--- src/include/mult_settings.svh ---
`ifndef MULT_SETTINGS_SVH
`define MULT_SETTINGS_SVH

// number of pipeline stages in the multiplier
// each stage handles MULT_XLEN / MULT_NUM_STAGES bits of the multiplier,
// so the value has to divide 64 (4, 8 and 16 are the usual choices)
`define MULT_NUM_STAGES 8

// operand and result width of the unit
`define MULT_XLEN 64

// width of the destination tag that rides along with each operation
// this matches the physical register tag of the core
`define MULT_TAG_BITS 6

`endif

--- src/source/mult_pkg.sv ---
`default_nettype none

`include "mult_settings.svh"

package mult_pkg;

	// the two supported opcodes
	// mulw works on the full product and keeps only the low word
	typedef enum logic {
		mult_op_mul  = 1'b0,
		mult_op_mulw = 1'b1
	} mult_op_e;

	// bookkeeping that travels beside the data through every stage
	typedef struct packed {
		logic [`MULT_TAG_BITS-1:0] tag;
		mult_op_e                  op;
	} mult_meta_t;

	// one issue packet from the scheduler
	// a is the multiplicand and b the multiplier
	typedef struct packed {
		mult_meta_t            meta;
		logic [`MULT_XLEN-1:0] a;
		logic [`MULT_XLEN-1:0] b;
	} mult_issue_t;

	// what goes back to the writeback bus of the core
	typedef struct packed {
		logic [`MULT_TAG_BITS-1:0] tag;
		logic [`MULT_XLEN-1:0]     value;
	} mult_result_t;

endpackage

`default_nettype wire

--- src/source/mult_writeback.sv ---
`default_nettype none

`include "mult_settings.svh"

module mult_writeback (
	input  wire logic                  clock,
	input  wire logic                  reset,
	input  wire logic                  done,
	input  wire logic [`MULT_XLEN-1:0] product,
	input  wire mult_pkg::mult_meta_t  meta,
	output logic                       result_valid,
	output mult_pkg::mult_result_t     result
);

	import mult_pkg::*;

	// a w-suffixed operation works on half of the register width
	localparam int WORD = `MULT_XLEN / 2;

	// value after opcode formatting and before the output register
	logic [`MULT_XLEN-1:0] formatted;

	// mul keeps the low XLEN bits as they come out of the multiplier
	// mulw keeps the low word and copies its sign bit upward
	always_comb begin
		case (meta.op)
			mult_op_mulw: begin
				formatted = {{(`MULT_XLEN - WORD){product[WORD-1]}}, product[WORD-1:0]};
			end
			default: begin
				formatted = product;
			end
		endcase
	end

	// payload only loads on a finished operation, so the last result stays
	// on the bus between pulses
	always_ff @(posedge clock) begin
		if (done) begin
			result.tag   <= meta.tag;
			result.value <= formatted;
		end
	end

	// one pulse per finished operation since there is no stall path
	always_ff @(posedge clock) begin
		if (reset) begin
			result_valid <= 1'b0;
		end else begin
			result_valid <= done;
		end
	end

endmodule

`default_nettype wire

--- config.mk ---
export PLATFORM = sky130hd
export DESIGN_NAME = mult_writeback
export DESIGN_NICKNAME = d
export VERILOG_FILES = /design/src/source/mult_pkg.sv /design/src/source/mult_writeback.sv
export VERILOG_INCLUDE_DIRS = /design/src /design/src/include
export SDC_FILE = /design/constraint.sdc
export NUM_CORES = 1
export LEC_CHECK = 0
export BUFFER_PORTS_ARGS = -buffer_cell sky130_fd_sc_hd__buf_2
export CORE_ASPECT_RATIO = 0.5
export CORE_MARGIN = 3
export CORE_UTILIZATION = 49
export CTS_BUF_LIST = sky130_fd_sc_hd__clkbuf_4 sky130_fd_sc_hd__clkbuf_8
export CTS_CLUSTER_SIZE = 10
export DETAILED_ROUTE_END_ITERATION = 7
export PLACE_DENSITY = 0.83
export SLEW_MARGIN = 20
export SYNTH_ARGS = -nofsm -noshare
export SYNTH_HDL_FRONTEND = slang
export SYNTH_SLANG_ARGS = --single-unit
--- constraint.sdc ---
create_clock -name clock -period 2.54 [get_ports clock]
set_input_delay 0.508 -clock clock [delete_from_list [all_inputs] [get_ports clock]]
set_output_delay 0.508 -clock clock [all_outputs]
set_load 0.01 [all_outputs]
# [Word-level counts from Yosys, hierarchy flattened]
# Cells that the tools add are included.
[totals] ff_bits=71 latchBits=0 ram_bits=0 romBits=0 out_inout_bits=71 n_memories=0
[op_classes] add_sub_neg=0 multipliers=0 n_div=0 order_cmp=0 eq_ne=0 n_shift=0 n_mux=1 n_bitwise=0 reduce_logical=0
[ops] cell="64-bit two-way mux" count=1

# [Depth between registers and ports, before layout]
# Gate-level depths: netlist of the first run.
[depth] word_depth=1 mapped_depth=3 mapped_depth_nobuf=1

# [Worst setup path before layout of the first run]
# Ideal clock, no wire load.
[synth_path] kind="input port to flip-flop" from="input meta[0] (netlist bit)" to="register result[32] (netlist bit) (data pin)" t_arrival_ns=1.055 t_required_ns=2.280 slack_ns=1.225 cell_stages=3 n_path_buf=2 cell_sequence="buf_6 buf_6 mux2_4"
[synth_via] elab_chain_cells=1
[synth_rtl] item="start: declaration" line="mult_writeback.sv:10" source="input wire mult_pkg::mult_meta_t meta,"
[synth_rtl] item="64-bit two-way mux" line="mult_writeback.sv:26" source="case (meta.op)"
[synth_rtl] item="net formatted[32]" line="mult_writeback.sv:21" source="logic [`MULT_XLEN-1:0] formatted;"
[synth_rtl] item="end: declaration" line="mult_writeback.sv:12" source="output mult_pkg::mult_result_t result"
# The timed path passes the listed nets, and every way through them passes these cells.
# A chain may end at the register's enable or synchronous reset.

# [Worst setup path in the final report of the first run]
[layout_path] from="input meta[0] (netlist bit)" to="register result[40] (netlist bit) (data pin)"
# Same word-level chain as after synthesis.

==> impl_metrics.py, run 1 <==
metrics = {
    "placement": {
        "place_congestion": 0.7069,
        "placed_area_sq_um": 3445,
        "dp_hpwl_microns": 3862,
        "port_buffers": 144,
    },
    "floorplan": {
        "die_area_sq_um": 6397,
        "rows": 18,
        "pin_count": 145,
        "initial_core_util": 0.5244,
        "die_w_microns": 110.2,
        "core_area_sq_um": 5067,
        "die_h_microns": 58.08,
    },
    "route": {
        "avgRoutedWirePerCell_microns": 15.35,
        "drc": 0,
        "via_per_inst": 4.601,
        "drt_iter0_markers": 72,
        "first_pass_iters": 4,
        "drt_wl_total_microns": 5158,
        "ant_nets": 0,
        "vias": 1546,
    },
    "synthesis": {
        "syn-instance-count": 111,
        "synth_edf_count": 70,
        "synth_common_cells": "70 x edfxtp_1, 30 x mux2_4, 4 x buf_6",
        "synth_ff_type": "edfxtp_1",
        "ys.warnings.count": 0,
        "yosys.area.top_type": "edfxtp_1",
        "syn_nets": 185,
        "synth_cell_types": 7,
        "synthArstFlopShare": 0,
        "synth_area_leaders": "edfxtp_1 79%, mux2_4 17%, buf_6 1.7%",
        "netlist.area_leader.share": 0.7910,
        "synth-seq-area-share": 0.7985,
        "synthMostInstantiatedCell": "edfxtp_1",
        "ys_ff_latch": 71,
        "synth_area_per_cell_sq_um": 23.94,
        "netlist_area_sq_um": 2658,
    },
    "timing": {
        "clock.fmax_mhz": 719.4,
        "final-setup-viol-count": 0,
        "period_minus_slack_ns": 1.390,
        "period_share": 0.5472,
        "rsz0062_at_grt": "no",
        "tightest_slew_ns": 0.5417,
        "final.setup.tns_ns": 0,
        "timing.slew.headroom": 0.6388,
        "hold_ws_ns": 0.3342,
        "slew_violations": 0,
        "timing.final.hold_violations": 0,
    },
    "clock_tree": {
        "post_cts_buffers": 0,
        "tritoncts": "done",
        "root_buffer": "clkbuf_8",
        "numCtsBuffers": 9,
        "h-tree-depth": 3,
        "post_cts_resized": 0,
        "clkTransAtPathRegs_ns": 0.07,
        "cts_hold_buf": 0,
        "clkSinkCount": 71,
        "cts_buffer_depth": 2,
    },
    "worst_setup_path": {
        "cp.required_ns": 2.62,
        "end_kind": "flop",
        "critPathLaunchType": "input pin",
        "worstPathMaxFanout": 14,
        "cp.arrival_ns": 1.47,
        "path_class": "in2reg",
        "critPathMaxStageDelay_ns": 0.33,
        "slowest_stage": "buf_2",
        "worstPathCellList": "buf_2, buf_4, mux2_4",
    },
    "grt": {
        "gr-total-overflow": 0,
        "grt_max_degree": 49,
        "grt_first_pass_wirelength_microns": 7189,
        "antenna_found_initial": 0,
        "grt_pass1_vias": 1513,
        "grt_use_total": 0.1572,
    },
    "pwr": {
        "p_per_area_nw_per_um2": 704.4,
        "p_total_uw": 2554,
        "vdd_drop_max_mv": 0.4020,
        "leakage_uw": 0.001635,
    },
    "run": {
        "cap_violations": 0,
    },
    "finish": {
        "drive_gt1_frac": 0.7293,
        "synthToLayoutAreaGrowth_pct": 36.44,
        "diodes": 0,
        "design_area_sq_um": 3626,
        "fin_nets": 336,
        "nFillCells": 340,
    },
    "worst_hold_path": {
        "holdCritStartpoint": "reset",
        "holdPathStages": 2,
        "hold_path_class": "in2reg",
        "hold_end": "result_valid$_SDFF_PP0_",
    },
    "status": {
        "outcome": "complete, no violations",
    },
}
==> layout by cell type (no fill, tap or decap), drive strengths merged <==
master,count
dfxtp,1
buf,147
edfxtp,70
bufinv,1
clkbuf,10
clkinv,4
nor2b,1
mux2,32
==> worst max path at each step <==
stage	depth (start not counted)	start	endpoint
3_5_place_dp	3	meta[0]	result[40]$_DFFE_PP_
6_report	3	meta[0]	result[40]$_DFFE_PP_
2_1_floorplan	3	meta[0]	result[32]$_DFFE_PP_
5_1_grt	1	result[26]$_DFFE_PP_	result[26]
4_1_cts	1	result[39]$_DFFE_PP_	result[39]
3_3_place_gp	3	meta[0]	result[39]$_DFFE_PP_
==> logic make-up (layout without fill, tap and decap cells) <==
| logic type | after synthesis | in the layout | share of synthesized area |
|---|---|---|---|
| AND/OR/NAND/NOR | 1 | 1 | 0.002356 |
| multiplexers | 32 | 32 | 0.1780 |
| flip-flops | 71 | 71 | 0.7985 |
| buffers and inverters | 7 | 162 | 0.02118 |
==> per-layer routing <==
layer  track usage  wire length [microns]  up-vias  share of wire
met5             0                      0        -              0
met4       0.09825                    140        0          0.027
li1              -                      -      734              -
met3       0.04561                    304       13          0.059
met2        0.3009                   2958       59           0.57
met1        0.1475                   1755      740           0.34
==> layout make-up <==
type                            count  area (sq um)  area share
Sequential cell                    71          2122      0.5852
Clock inverter                      5         50.05     0.01380
Tap cell                           70         87.58     0.02415
Multi-Input combinational cell     33         479.2      0.1322
Timing Repair Buffer              147         755.7      0.2084
Clock buffer                       10         131.4     0.03623
==> registers in the layout, summed over array words and instances, names as in the netlist <==
signal and flops:
result 70, result_valid 1
==> critical path: cells and delay by family <==
kind     cells  cell delay [ns]
buf+inv      2             0.63
mux          1             0.32
==> power by group <==
part	leakage [uW]	total, uW	internal (uW)	switching (uW)
Combinational	0.000843	318	164	154
Sequential	0.000693	1420	1400	22.9
Clock	0.0000991	813	452	362
Total	0.00164	2550	2020	539
==> per-stage QoR <==
stage / std cells / utilization / setup slack [ns]
final: 336 / 0.7156 / 1.150
after global routing: 336 / 0.7156 / 1.106
after CTS: 336 / 0.7156 / 1.124
after detailed placement: 321 / 0.6798 / 0.8001
after global placement: 321 / 0.6798 / 0.8399
after floorplan: 111 / - / 1.225
Power figures use the tool's default switching activity.
==> inputs of run 2 (changes only) <==
--- a/config.mk
+++ b/config.mk
@@ -9,11 +9,11 @@
 export BUFFER_PORTS_ARGS = -buffer_cell sky130_fd_sc_hd__buf_2
 export CORE_ASPECT_RATIO = 0.5
 export CORE_MARGIN = 3
-export CORE_UTILIZATION = 49
+export CORE_UTILIZATION = 41
 export CTS_BUF_LIST = sky130_fd_sc_hd__clkbuf_4 sky130_fd_sc_hd__clkbuf_8
 export CTS_CLUSTER_SIZE = 10
 export DETAILED_ROUTE_END_ITERATION = 7
-export PLACE_DENSITY = 0.83
+export PLACE_DENSITY = 0.73
 export SLEW_MARGIN = 20
 export SYNTH_ARGS = -nofsm -noshare
 export SYNTH_HDL_FRONTEND = slang
==> constraint.sdc (replaced) <==
create_clock -name clock -period 1.2 [get_ports clock]
set_input_delay 0.24 -clock clock [delete_from_list [all_inputs] [get_ports clock]]
set_output_delay 0.24 -clock clock [all_outputs]
set_load 0.01 [all_outputs]
==> run 2 against run 1 <==
Compared with the run above: clock-buffer cell count did not move; sequential cell count unchanged; clock power increased by 110%; largest cell class unchanged; critical path depth down 2; non-clock buffer count increased by 1; first-iteration DRC count increased by 63%; sequential power up 110%.
==> impl_metrics.py, run 2 (same netlist as run 1, synthesis figures left out) <==
metrics = {
    "grt": {
        "gr-total-overflow": 0,
        "grt_max_degree": 56,
        "antenna_found_initial": 0,
        "grt_first_pass_wirelength_microns": 8452,
        "grt_use_total": 0.1450,
        "grt_pass1_vias": 1701,
    },
    "finish": {
        "final_common_cell": "buf_2",
        "max_flop_register": "result",
        "largest_reg_flops": 70,
        "fin_nets": 337,
        "stdcell_count": 356,
        "final_cell_mix": "144 x buf_2, 70 x edfxtp_1, 30 x mux2_4",
        "drive_gt1_frac": 0.7201,
        "top_regs": "result (70), result_valid (1)",
        "synthToLayoutAreaGrowth_pct": 38.09,
        "diodes": 0,
    },
    "placement": {
        "post-place-cells": 340,
        "port_buffers": 144,
        "place_congestion": 0.7250,
    },
    "floorplan": {
        "initial_core_util": 0.4300,
        "die_w_microns": 119.9,
        "die_area_sq_um": 7543,
        "die_h_microns": 62.93,
        "core_area_sq_um": 6181,
        "pin_count": 145,
        "rows": 20,
    },
    "route": {
        "drt_iter0_markers": 117,
        "via_per_inst": 4.365,
        "first_pass_iters": 4,
        "drc": 0,
        "drt_wl_total_microns": 5414,
        "vias": 1554,
        "avgRoutedWirePerCell_microns": 15.21,
        "ant_nets": 0,
    },
    "pwr": {
        "leakage_uw": 0.001642,
        "p_sw_frac": 0.2138,
        "p_per_area_nw_per_um2": 1480,
        "clockPowerShare": 0.320,
        "p_int_uw": 4271,
        "vdd_drop_max_mv": 0.5534,
        "switchingPower_uw": 1162,
        "seq_power_share": 0.554,
        "comb_power_share": 0.126,
    },
    "worst_setup_path": {
        "cp.required_ns": 0.96,
        "end_kind": "primary output",
        "critPathLaunchType": "flop",
        "cp_num_buf_inv": 1,
        "critPathMaxStageDelay_ns": 0.39,
        "cp.depth": 1,
        "cp.arrival_ns": 0.86,
        "path_class": "reg2out",
        "crit_family": "flip-flops",
        "worstPathMaxFanout": 1,
        "slowest_stage": "edfxtp_1",
        "worstPathCellList": "buf_2",
    },
    "worst_hold_path": {
        "hold_path_class": "in2reg",
        "holdPathStages": 2,
    },
    "timing": {
        "hold_ws_ns": 0.06686,
        "timing.final.hold_violations": 0,
        "period_share": 0.9179,
        "rsz0062_at_grt": "no",
        "tightest_slew_ns": 0.5529,
        "final-setup-viol-count": 0,
        "period_minus_slack_ns": 1.101,
        "clock.fmax_mhz": 907.9,
        "timing.slew.headroom": 0.6314,
        "final.setup.tns_ns": 0,
        "slew_violations": 0,
    },
    "clock_tree": {
        "root_buffer": "clkbuf_8",
        "h-tree-depth": 3,
        "numCtsBuffers": 9,
        "cts_hold_buf": 0,
        "clkTransAtPathRegs_ns": 0.07,
        "post_cts_resized": 0,
        "clkSinkCount": 71,
        "cts_buffer_depth": 2,
        "tritoncts": "done",
        "post_cts_buffers": 0,
    },
    "status": {
        "outcome": "complete, no violations",
    },
    "run": {
        "cap_violations": 0,
    },
}
## run 2: cell types whose count changed in the layout (fill, tap and decap cells not counted), sizes merged
cell	change
buf	+1
clkinv	+1
## run 2: final cells by class
class                           count  area [sq um]
Sequential cell                    71          2122
Multi-Input combinational cell     33         479.2
Timing Repair Buffer              148         775.7
Tap cell                           88         110.1
Fill cell                         503          2511
Clock buffer                       10         131.4
Clock inverter                      6         51.30
## run 2: routing by layer
metal | GRT usage | up-vias | part of all wire
li1 | - | 737 | -
met1 | 0.1380 | 773 | 0.35
met2 | 0.2921 | 39 | 0.60
met3 | 0.04250 | 5 | 0.034
met4 | 0.05421 | 0 | 0.0074
met5 | 0 | - | 0
## run 2: worst paths after layout
kind	startpoint	to	slack [ns]
setup / recovery	result[12]$_DFFE_PP_	result[12]	0.1
hold / removal	reset	result_valid$_SDFF_PP0_	0.07
## run 2: through the flow
stage / total power, uW / utilization / setup WS, ns / cell area, sq um
finish: 5433 / 0.5937 / 0.09851 / 3670
global route: 5657 / 0.5937 / 0.04727 / 3670
CTS: 5512 / 0.5937 / 0.06738 / 3670
detailed placement: 3762 / 0.5642 / 0.02431 / 3487
global placement: 3736 / 0.5642 / 0.04280 / 3487
floorplan: 3373 / - / 0.1525 / 2658
## run 2: power groups by stage
stage | clock, uW | sequential, uW | combinational [uW]
floorplan | 0 | 3190 | 185
global placement | 0 | 3060 | 678
detailed placement | 0 | 3070 | 694
CTS | 1800 | 3020 | 695
global route | 1890 | 3030 | 730
finish | 1740 | 3010 | 682
