[src/include/mult_settings.svh]
`ifndef MULT_SETTINGS_SVH
`define MULT_SETTINGS_SVH

// number of pipeline stages in the multiplier
// each stage handles MULT_XLEN / MULT_NUM_STAGES bits of the multiplier,
// so the value has to divide 64 (4, 8 and 16 are the usual choices)
`define MULT_NUM_STAGES 8

// operand and result width of the unit
`define MULT_XLEN 64

// width of the destination tag that rides along with each operation
// this matches the physical register tag of the core
`define MULT_TAG_BITS 6

`endif

[src/source/mult_inflight_counter.sv]
`default_nettype none

`include "mult_settings.svh"

module mult_inflight_counter #(
	parameter int NUM_STAGES = `MULT_NUM_STAGES
) (
	input  wire logic                           clock,
	input  wire logic                           reset,
	input  wire logic                           issue_valid,
	input  wire logic                           result_valid,
	output logic [$clog2(NUM_STAGES + 2)-1:0]   inflight_count,
	output logic                                idle
);

	// the pipeline holds NUM_STAGES operations plus one in writeback
	localparam int MAX_INFLIGHT = NUM_STAGES + 1;

	logic [$clog2(NUM_STAGES + 2)-1:0] next_count;

	// an issue and a result on the same cycle cancel out
	always_comb begin
		case ({issue_valid, result_valid})
			2'b10:   next_count = inflight_count + 1'b1;
			2'b01:   next_count = inflight_count - 1'b1;
			default: next_count = inflight_count;
		endcase
	end

	// idle comes from the next count, so it changes on the same edge as
	// the counter and the issue logic sees both agree
	always_ff @(posedge clock) begin
		if (reset) begin
			inflight_count <= '0;
			idle           <= 1'b1;
		end else begin
			inflight_count <= next_count;
			idle           <= (next_count == '0);
		end
	end

	// a result with nothing outstanding means the pipeline made one up
	no_underflow: assert property (
		@(posedge clock) disable iff (reset)
		(result_valid && !issue_valid) |-> (inflight_count != '0)
	);

	// more than the pipeline depth in flight means a result pulse was lost
	no_overflow: assert property (
		@(posedge clock) disable iff (reset)
		inflight_count <= MAX_INFLIGHT
	);

endmodule

`default_nettype wire

[config.mk]
export PLATFORM = sky130hd
export DESIGN_NAME = mult_inflight_counter
export DESIGN_NICKNAME = d
export VERILOG_FILES = /design/src/source/mult_inflight_counter.sv
export VERILOG_INCLUDE_DIRS = /design/src /design/src/include
export SDC_FILE = /design/constraint.sdc
export NUM_CORES = 1
export LEC_CHECK = 0
export ABC_AREA = 1
export BUFFER_PORTS_ARGS = -buffer_cell sky130_fd_sc_hd__buf_4
export CAP_MARGIN = 20
export CORE_AREA = 2 2 39 41
export CTS_BUF_LIST = sky130_fd_sc_hd__clkbuf_4 sky130_fd_sc_hd__clkbuf_8
export DETAILED_ROUTE_END_ITERATION = 10
export DIE_AREA = 0 0 41 43
export SLEW_MARGIN = 5
export SYNTH_ARGS = -nofsm -noshare
export SYNTH_HDL_FRONTEND = slang
export SYNTH_SLANG_ARGS = --single-unit
[constraint.sdc]
create_clock -name clock -period 1.5 [get_ports clock]
set_input_delay 0.3 -clock clock [delete_from_list [all_inputs] [get_ports clock]]
set_output_delay 0.3 -clock clock [all_outputs]
set_load 0.05 [all_outputs]
# [Yosys cells after proc, flatten, opt, wreduce, memory -nomap -nowiden]
# Index checks and enable logic that the tools add are counted.
[classes] n_addsub=2 n_eq_ne=2 mux=1 n_reduce_logical=1
[ops] cell="4-bit case mux with 2 select lines" n=1
[ops] cell="4-bit by 1-bit adder with 4-bit output (second input constant)" n=1
[ops] cell="4-bit zero test" n=1
[ops] cell="4-bit by 1-bit subtractor with 4-bit output (second input constant)" n=1
[ops] cell="2-bit by 1-bit equality test with 1-bit output (second input constant)" n=1
[ops] cell="2-bit equality test (second input constant)" n=1
[totals] regBits=5 inputBits=4 out_inout_bits=5 word_cells=8

# [Logic depth before layout (Yosys ltp)]
# Gate-level depths: netlist of run 1.
[depth] depth_word=3 depth_mapped=12

# [Least setup slack after synthesis of run 1]
# OpenSTA, ideal clock, no wires.
[synth_timing] kind="register to register" from="register inflight_count[1]" to="register idle" setup_ns=0.066 arrival_time_ns=1.687 required_ns=1.434 path_slack_ns=-0.253 path_stages_with_launch=11 path_buffers=0 synth_period_minus_slack_ns=1.753 path_cell_list="dfxtp_1 > nand2_1 > inv_1 > nor2_2 > ha_1 > or2_1 > o21ai_1 > a21oi_1 > clkinv_1 > nand2_1 > a21oi_2"
[synth_between] elab_chain_cells=3 elab_cells_between_ends=4 classes_between="2 x add/sub; 1 x mux; 1 x reduce/logical"
[synth_rtl] item="start, declared" line="mult_inflight_counter.sv:12" text="output logic [$clog2(NUM_STAGES + 2)-1:0] inflight_count,"
[synth_rtl] item="start signal, assigned" line="mult_inflight_counter.sv:37" text="inflight_count <= next_count;"
[synth_rtl] item="start signal, assigned" line="mult_inflight_counter.sv:51" text="inflight_count <= MAX_INFLIGHT"
[synth_rtl] item="4-bit by 1-bit subtractor with 4-bit output or 4-bit by 1-bit adder with 4-bit output (tied branches)" line="mult_inflight_counter.sv:25, mult_inflight_counter.sv:24"
[synth_rtl] item="4-bit case mux with 2 select lines *" line="mult_inflight_counter.sv:23" text="case ({issue_valid, result_valid})"
[synth_rtl] item="4-bit zero test *" line="mult_inflight_counter.sv:38" text="idle <= (next_count == '0);"
[synth_rtl] item="end signal, assigned" line="mult_inflight_counter.sv:38"
[synth_rtl] item="end, declared" line="mult_inflight_counter.sv:13" text="output logic idle"
# Mark *: on every way between the ends. The rest lies on a longest branch, timed or not.
# A chain may end at the register's enable or synchronous reset.

# [Worst setup path in the final report of run 1]
# Ends and elaborated chain as after synthesis.

==> results.txt, run 1 <==
- Seq. cell area: 105 µm²
- The number of clock buffers added by TritonCTS is 3.
- Total number of yosys warnings: 0
- Synthesis-to-finish area growth: 66.5%
- Source of the worst register-to-register timing path: inflight_count[1]
- # Max-Cap Violations: 0
- Cell depth of the worst setup path: 10
- DRC: 0
* Part of the cycle the worst path needs: 0.948
- Number of enable-type register cells in the synthesized netlist: 0
- On the worst path, the slowest cell contributes a delay of 0.36 ns.
- Worst Setup Slack, final: 0.0783 ns
* Crit path launch: inflight_count[1]
- STA classifies the critical path startpoint as a flip-flop.
- Post-synthesis instance area: 322 µm²
* Ordered list of cells on the worst path: nand2_2 -> inv_2 -> nor2_4 -> ha_4 -> or2_1 -> o21ai_2 -> a21oi_1 -> clkinv_1 -> nand2_1 -> a21oi_2
* Wire length of the first global-routing pass: 1020 µm
- Timing analysis after detailed placement gives a worst setup slack of -0.204 ns.
- Count of unique library cells instantiated by Yosys: 18
- The floorplan step set the die height to 43 µm.
- All-Layer GR Usage: 0.0843
- The most used flip-flop cell after synthesis is dfxtp_1.
* Pre-Repair DR Iteration Count: 2
* RSZ-0062 raised after global routing: no
* Final core area utilization: 0.387
* Max Clk Rate: 703 MHz
* GR Overflow Total: 0
- Via count of the first global-routing pass: 264
- Sorting the synthesized cells by how often they occur yields nand2_1 (9), inv_1 (7), dfxtp_1 (5), nor2_1 (5), a21oi_1 (4).
* Endpoint required time on the critical path: 1.67 ns
- Kind of path behind the tightest hold check: primary input to flip-flop
- Antenna violations before repair: 0
* Total of buffers placed on input and output ports: 8
- After detailed routing, the number of vias per cell comes to 4.09.
- In this run the deepest clock path goes through 2 buffers.
- Dividing the detail-routed wire length by the instance count gives 8.20 µm.
* Placeable core region: 1380 µm²
* Final Max Slew Viols: 0
- The repair_antennas step left the layout with diodes totalling 0.
- Crit path max fanout: 4
- In the final layout, the share of cells above drive strength 1 is 0.477.
- Worst clock skew: 0.00743 ns
* Highest-delay cell along the critical path: dfxtp_4
* Total number of clock tree sinks: 5
- In the post-synthesis netlist, the biggest area contributors are dfxtp_1 (31%), ha_1 (12%), nand2_1 (11%).
- The detail route stage leaves a number of antenna-violating nets equal to 0.
- Counting the fill cells in the layout gives 154.
* Yosys reg bits: 5
* Number of vias after detailed routing: 331
* Library cell occupying the most area in the post-synthesis netlist: dfxtp_1
- Post-synthesis sequential area ratio: 0.311
- IR analysis of the VDD net gives a maximum drop of 0.581 mV.
- Number of buffers inserted by hold repair at cts: 0
* Clock latency on the worst-skew pair: 0.24 ns
- Number of cell rows: 14
- After the last flow step, the layout net total stands at 73.
- Measured in cells, the most critical reg-to-reg path has a length of 10.
- Clock edge transition at the registers on the reported setup and hold paths: 0.05 ns
* Kind of end point of the critical path: flip-flop
- Net count after synthesis: 53
- By startpoint and endpoint, the worst setup path is classified as flip-flop to flip-flop.
- The completed layout was analyzed and its total power is 0.000626 W.
* Master cell of the clock root buffer: clkbuf_4
- Post-synthesis area per instance: 6.99 µm²
- Initial Util: 0.232
- Power density relative to cell area: 1170 nW/µm²
- Worst min-delay path startpoint: reset
- In this run the number of H-tree levels came out at 1.
- The number of buffers and inverters on the critical path is 2.
- The worst hold path was traced through 2 stages.
* TritonCTS clock tree: built
- In the final timing run, aggregate negative setup slack is 0 ns.
- Wires add up to 664 µm.
- Maximum number of pins on one net before global-route repair: 6
* Horizontal die dimension: 41 µm
- The routed design could run at a clock period as short as 1.42 ns.
- Setup violations remaining at the end of the flow were counted as 0.
* Multi-input logic area: 235 µm²
* Die area: 1760 µm²
- Data on the critical path arrives at its endpoint at 1.59 ns.
* Routability congestion estimate from global placement: 0.725
- The flow ran to the end, and the final reports show no timing, DRC or antenna violations.
* Leading cell type by number of instances after synthesis: nand2_1
- The kind of cell with the highest combined delay along the critical path is simple AND/OR/NAND/NOR gates.
- Detailed-placement wirelength estimate: 534 µm
* Leakage: 0.269 nW
- Measured against its own limit, the worst slew margin works out to 0.854.
- In this run the count of I/O pins placed on the die edge is 9.
* Share of flip-flops with an asynchronous set or reset: 0
- For this block, the initial DRC count from the detailed router was 6.
* Hold violation total from the final report: 0
- At the pin with the least slew margin, the transition time is 0.217 ns.
- Of the post-synthesis cell area, the dominant cell type holds 0.311.
- Count of mapped cells out of synthesis: 46
final cells by class:
class	count	share of cell area
Multi-Input combinational cell	33	0.439
Timing Repair Buffer	15	0.210
Clock buffer	4	0.0561
Sequential cell	5	0.196
Tap cell	16	0.0374
Inverter	8	0.0607
registers in the layout, indices dropped and copies added (netlist names):
| register | flops |
|---|---|
| idle | 1 |
| inflight_count | 4 |
power by group:
group | switching [W] | internal, W
sequential | 0.0000221 | 0.000157
combinational | 0.000161 | 0.000113
clock | 0.0000536 | 0.000119
total | 0.000237 | 0.000389
through the flow:
stage               hold WS (ns)  cell area (µm²)  instances
floorplan                  0.363              344         46
global placement           0.494              469         76
detailed placement         0.494              469         76
CTS                        0.237              499         80
global route               0.247              536         81
finish                     0.241              536         81
path summary, 6_finish.rpt:
| check | end | slack (ns) |
|---|---|---|
| setup / recovery | idle | 0.08 |
| hold / removal | inflight_count[1] | 0.24 |
| setup reg to reg | idle | 0.08 |
| hold reg to reg | inflight_count[2] | 0.63 |
cells in the final DEF, fill, tap and decap left out, types with 2 or more instances in the layout:
master / instances
buf_4: 15
nand2_1: 8
inv_1: 5
nor2_1: 4
a21oi_1: 4
clkbuf_4: 4
dfxtp_1: 3
nor2_4: 2
nand3_1: 2
ha_4: 2
per-layer routing:
layer / share of wire / vias to the layer above / track usage
li1: - / 182 / -
met1: 0.46 / 146 / 0.113
met2: 0.51 / 3 / 0.116
met3: 0.030 / 0 / 0.0314
met4: 0 / 0 / 0.0400
met5: 0 / - / 0
what timing repair did:
item / 4_1_cts / 5_1_grt
endpoints found under the setup margin: 0 / 2
setup buffers: 0 / 1
gates resized for setup: 0 / 6
endpoints found under the hold margin: 0 / 0
cell families after synthesis:
kind of cell    after synthesis  synth area share
flops                         5             0.311
buf+inv                       8            0.0934
xor+xnor                      2            0.0545
compound gates                7             0.121
fa+ha+maj                     3             0.117
simple gates                 21             0.304
worst reg2reg max path, cell delays in order, from the launching register on:
cell and delay, ns:
dfxtp_4 0.36, nand2_2 0.06, inv_2 0.04, nor2_4 0.13, ha_4 0.21, or2_1 0.22, o21ai_2 0.07, a21oi_1 0.08
clkinv_1 0.05, nand2_1 0.05, a21oi_2 0.09
(Power assumes the default switching activity.)
==> inputs of run 2 (changes only) <==
==> constraint.sdc (replaced) <==
create_clock -name clock -period 1.3 [get_ports clock]
set_input_delay 0.26 -clock clock [delete_from_list [all_inputs] [get_ports clock]]
set_output_delay 0.26 -clock clock [all_outputs]
set_load 0.05 [all_outputs]
==> run 2 against run 1 <==
Effect of this change: the flow now finishes with violations (negative setup slack); via count up 7.9%; sequential cell count did not move; clock skew shrank 0.0074 ns; routed wire length up 13%; sequential power rose by 14%; critical endpoint unchanged; highest routed layer unchanged.
==> results.txt, run 2 (synthesis results as in run 1) <==
- All-Layer GR Usage: 0.106 (+0.0212)
- Placed Cells incl. Taps: 79 (+3.9%)
* Post-detailed-placement cell area: 488 µm² (+4.0%)
- Boundary pin count: 9 (unchanged)
- Kind of end point of the critical path: flip-flop
- Number of buffers inserted by hold repair at cts: 0 (unchanged)
- The maximum clock insertion buffer count is 2 (unchanged).
* Top library cells by usage in the layout, fill and taps aside: buf_4 (19), nand2_1 (6), inv_1 (5)
- DRT antenna net count: 0 (unchanged)
- The initial standard-cell utilization of the core was 0.232 (unchanged).
- Diode insertion count for antenna repair: 0 (unchanged)
- Via count normalized by instance count: 4.10 (+0.42%)
- Clock edge transition at the registers on the reported setup and hold paths: 0.04 ns (about the same)
- Wire length of the first global-routing pass: 1260 µm (+24%)
* Worst Tran Pin Value: 0.218 ns (+0.000223 ns)
- The count of final setup violators is 3 (+3).
- Vertical die dimension: 43 µm (unchanged)
- Endpoint required time on the critical path: 1.47 ns (-0.20 ns)
* Number of filler instances in the final layout: 138 (-10%)
* Total number of clock tree sinks: 5 (unchanged)
* Pre-Repair DR Iteration Count: 1 (-1)
- Maximum number of pins on one net before global-route repair: 6 (unchanged)
* Leakage: 0.303 nW (+13%)
* CTS H-Tree Depth: 1 (unchanged)
- Clock latency on the worst-skew pair: 0.23 ns (about the same)
- The power density over the cells is 1290 nW/µm² (+10%).
- The worst setup path is of the flip-flop to flip-flop kind.
* RSZ-0062 raised after global routing: yes
* Die area: 1760 µm² (unchanged)
- Data arrival, critical path: 1.56 ns (-0.03 ns)
- The library cell used most frequently in the layout, excluding fill and tap cells, is buf_4.
- Worst-case headroom to the max-slew limit: 0.854 (+0.000892)
- Relative to the synthesized area, the layout overhead comes to 88.7%.
- DRT Wirelength: 753 µm (+13%)
- Violations in the final reports: negative setup slack
- Horizontal die dimension: 41 µm (unchanged)
- Layout net count: 79 (+8.2%)
- Register-to-register path setup slack: -0.09 ns (-0.17 ns)
* Number of vias after detailed routing: 357 (+7.9%)
- The worst-case vdd ir drop is 0.562 mV (-3.3%).
- Crit path max fanout: 3 (-1)
- The detailed router's first-iteration violation count came to 0 (-6).
* Max Clk Rate: 719 MHz (+2.2%)
* Routability congestion estimate from global placement: 0.721 (-0.57%)
* Master cell of the clock root buffer: clkbuf_4
- Overall Power: 0.000783 W (+25%)
* GR Overflow Total: 0 (unchanged)
- In this run the worst hold path is classified as primary input to flip-flop.
- TritonCTS built the clock tree.
- The flow ran to the end, but the final reports show violations.
- The core region area came to 1380 µm² (unchanged).
- inflight_count holds more flip-flops than any other register.
- The port buffer count was 8 (unchanged).
* Detailed-placement wirelength estimate: 597 µm (+12%)
- The number of pins with negative max-slew slack in the final report is 0 (unchanged).
- Shortest period the worst path allows: 1.39 ns (-0.0312 ns)
* Antenna violations before repair: 0 (unchanged)
- The post-route non-filler standard cell count is 87 (+7.4%).
* Part of the cycle the worst path needs: 1.07 (+0.122)
- DRC: 0 (unchanged)
- CTS buffer count: 3 (unchanged)
* Hold violation total from the final report: 0 (unchanged)
- In the final layout, the registers with the most flip-flops are inflight_count x4, idle x1.
- Largest register FFs: 4 (unchanged)
* Proportion of layout cells with a drive suffix above 1: 0.592 (+0.115)
- The average wire per standard cell was 8.66 µm (+5.6%).
* # Max-Cap Violations: 0 (unchanged)
* Via count of the first global-routing pass: 349 (+32%)
* Worst clock skew: 0.0000744 ns (-0.00735 ns)
- Critical Path Source Type: flip-flop
* Post-route cell area: 607 µm² (+13%)
* Number of cell rows: 14 (unchanged)
- The worst setup slack after layout was -0.0905 ns (-0.169 ns).
==> run 2: worst max-delay path, cell delays in order, from the launching register on <==
cell and delay (ns):
dfxtp_4 0.35, nand2_2 0.06, inv_2 0.04, nor2_4 0.10
ha_4 0.20, or2_1 0.23, o21ai_2 0.07, a21oi_1 0.08
clkinv_1 0.05, nand2_1 0.05, a21oi_2 0.09
==> run 2: per-layer routing <==
layer	part of all wire	routed length, µm	GRT usage
met3	0.017	13	0.0314
met2	0.52	388	0.169
met1	0.47	351	0.116
met5	0	0	0
met4	0	0	0.0600
==> run 2: path summary, 6_finish.rpt <==
check                                  startpoint                 to  cells past startpoint
worst min register to register  inflight_count[2]  inflight_count[2]                      4
worst min-delay path                        reset  inflight_count[1]                      2
worst max-delay path            inflight_count[1]               idle                     10
worst max register to register  inflight_count[1]               idle                     10
==> run 2: cell type report <==
cell class	instances	area [µm²]	area share
multi-input combinational	33	255	0.421
timing repair buffer	21	165	0.272
sequential	5	106	0.175
clock buffer	4	30.0	0.0495
inverter	8	30.0	0.0495
tap	16	20.0	0.0330
==> run 2: what timing repair did <==
| action | CTS | global route |
|---|---|---|
| cloned | 0 | 0 |
| gates resized for setup | 5 | 10 |
| pin swaps | 0 | 3 |
| setup endpoints to repair | 2 | 4 |
| setup buffers | 2 | 3 |
| hold endpoints to repair | 0 | 0 |
==> run 2: power breakdown <==
group | leakage [nW] | switching (W) | internal (W) | total [W]
combinational | 0.242 | 0.000210 | 0.000173 | 0.000383
sequential | 0.0428 | 0.0000226 | 0.000183 | 0.000205
clock | 0.0184 | 0.0000577 | 0.000136 | 0.000194
==> run 2: per-stage QoR <==
step / hold WS [ns] / utilization / TNS, ns / setup slack, ns
2_1_floorplan: 0.323 / - / -0.157 / -0.157
3_3_place_gp: 0.451 / 0.353 / -0.941 / -0.338
3_5_place_dp: 0.455 / 0.353 / -0.982 / -0.357
4_1_cts: 0.206 / 0.395 / -0.107 / -0.0997
5_1_grt: 0.203 / 0.439 / -0.368 / -0.174
6_report: 0.207 / 0.439 / -0.139 / -0.0905
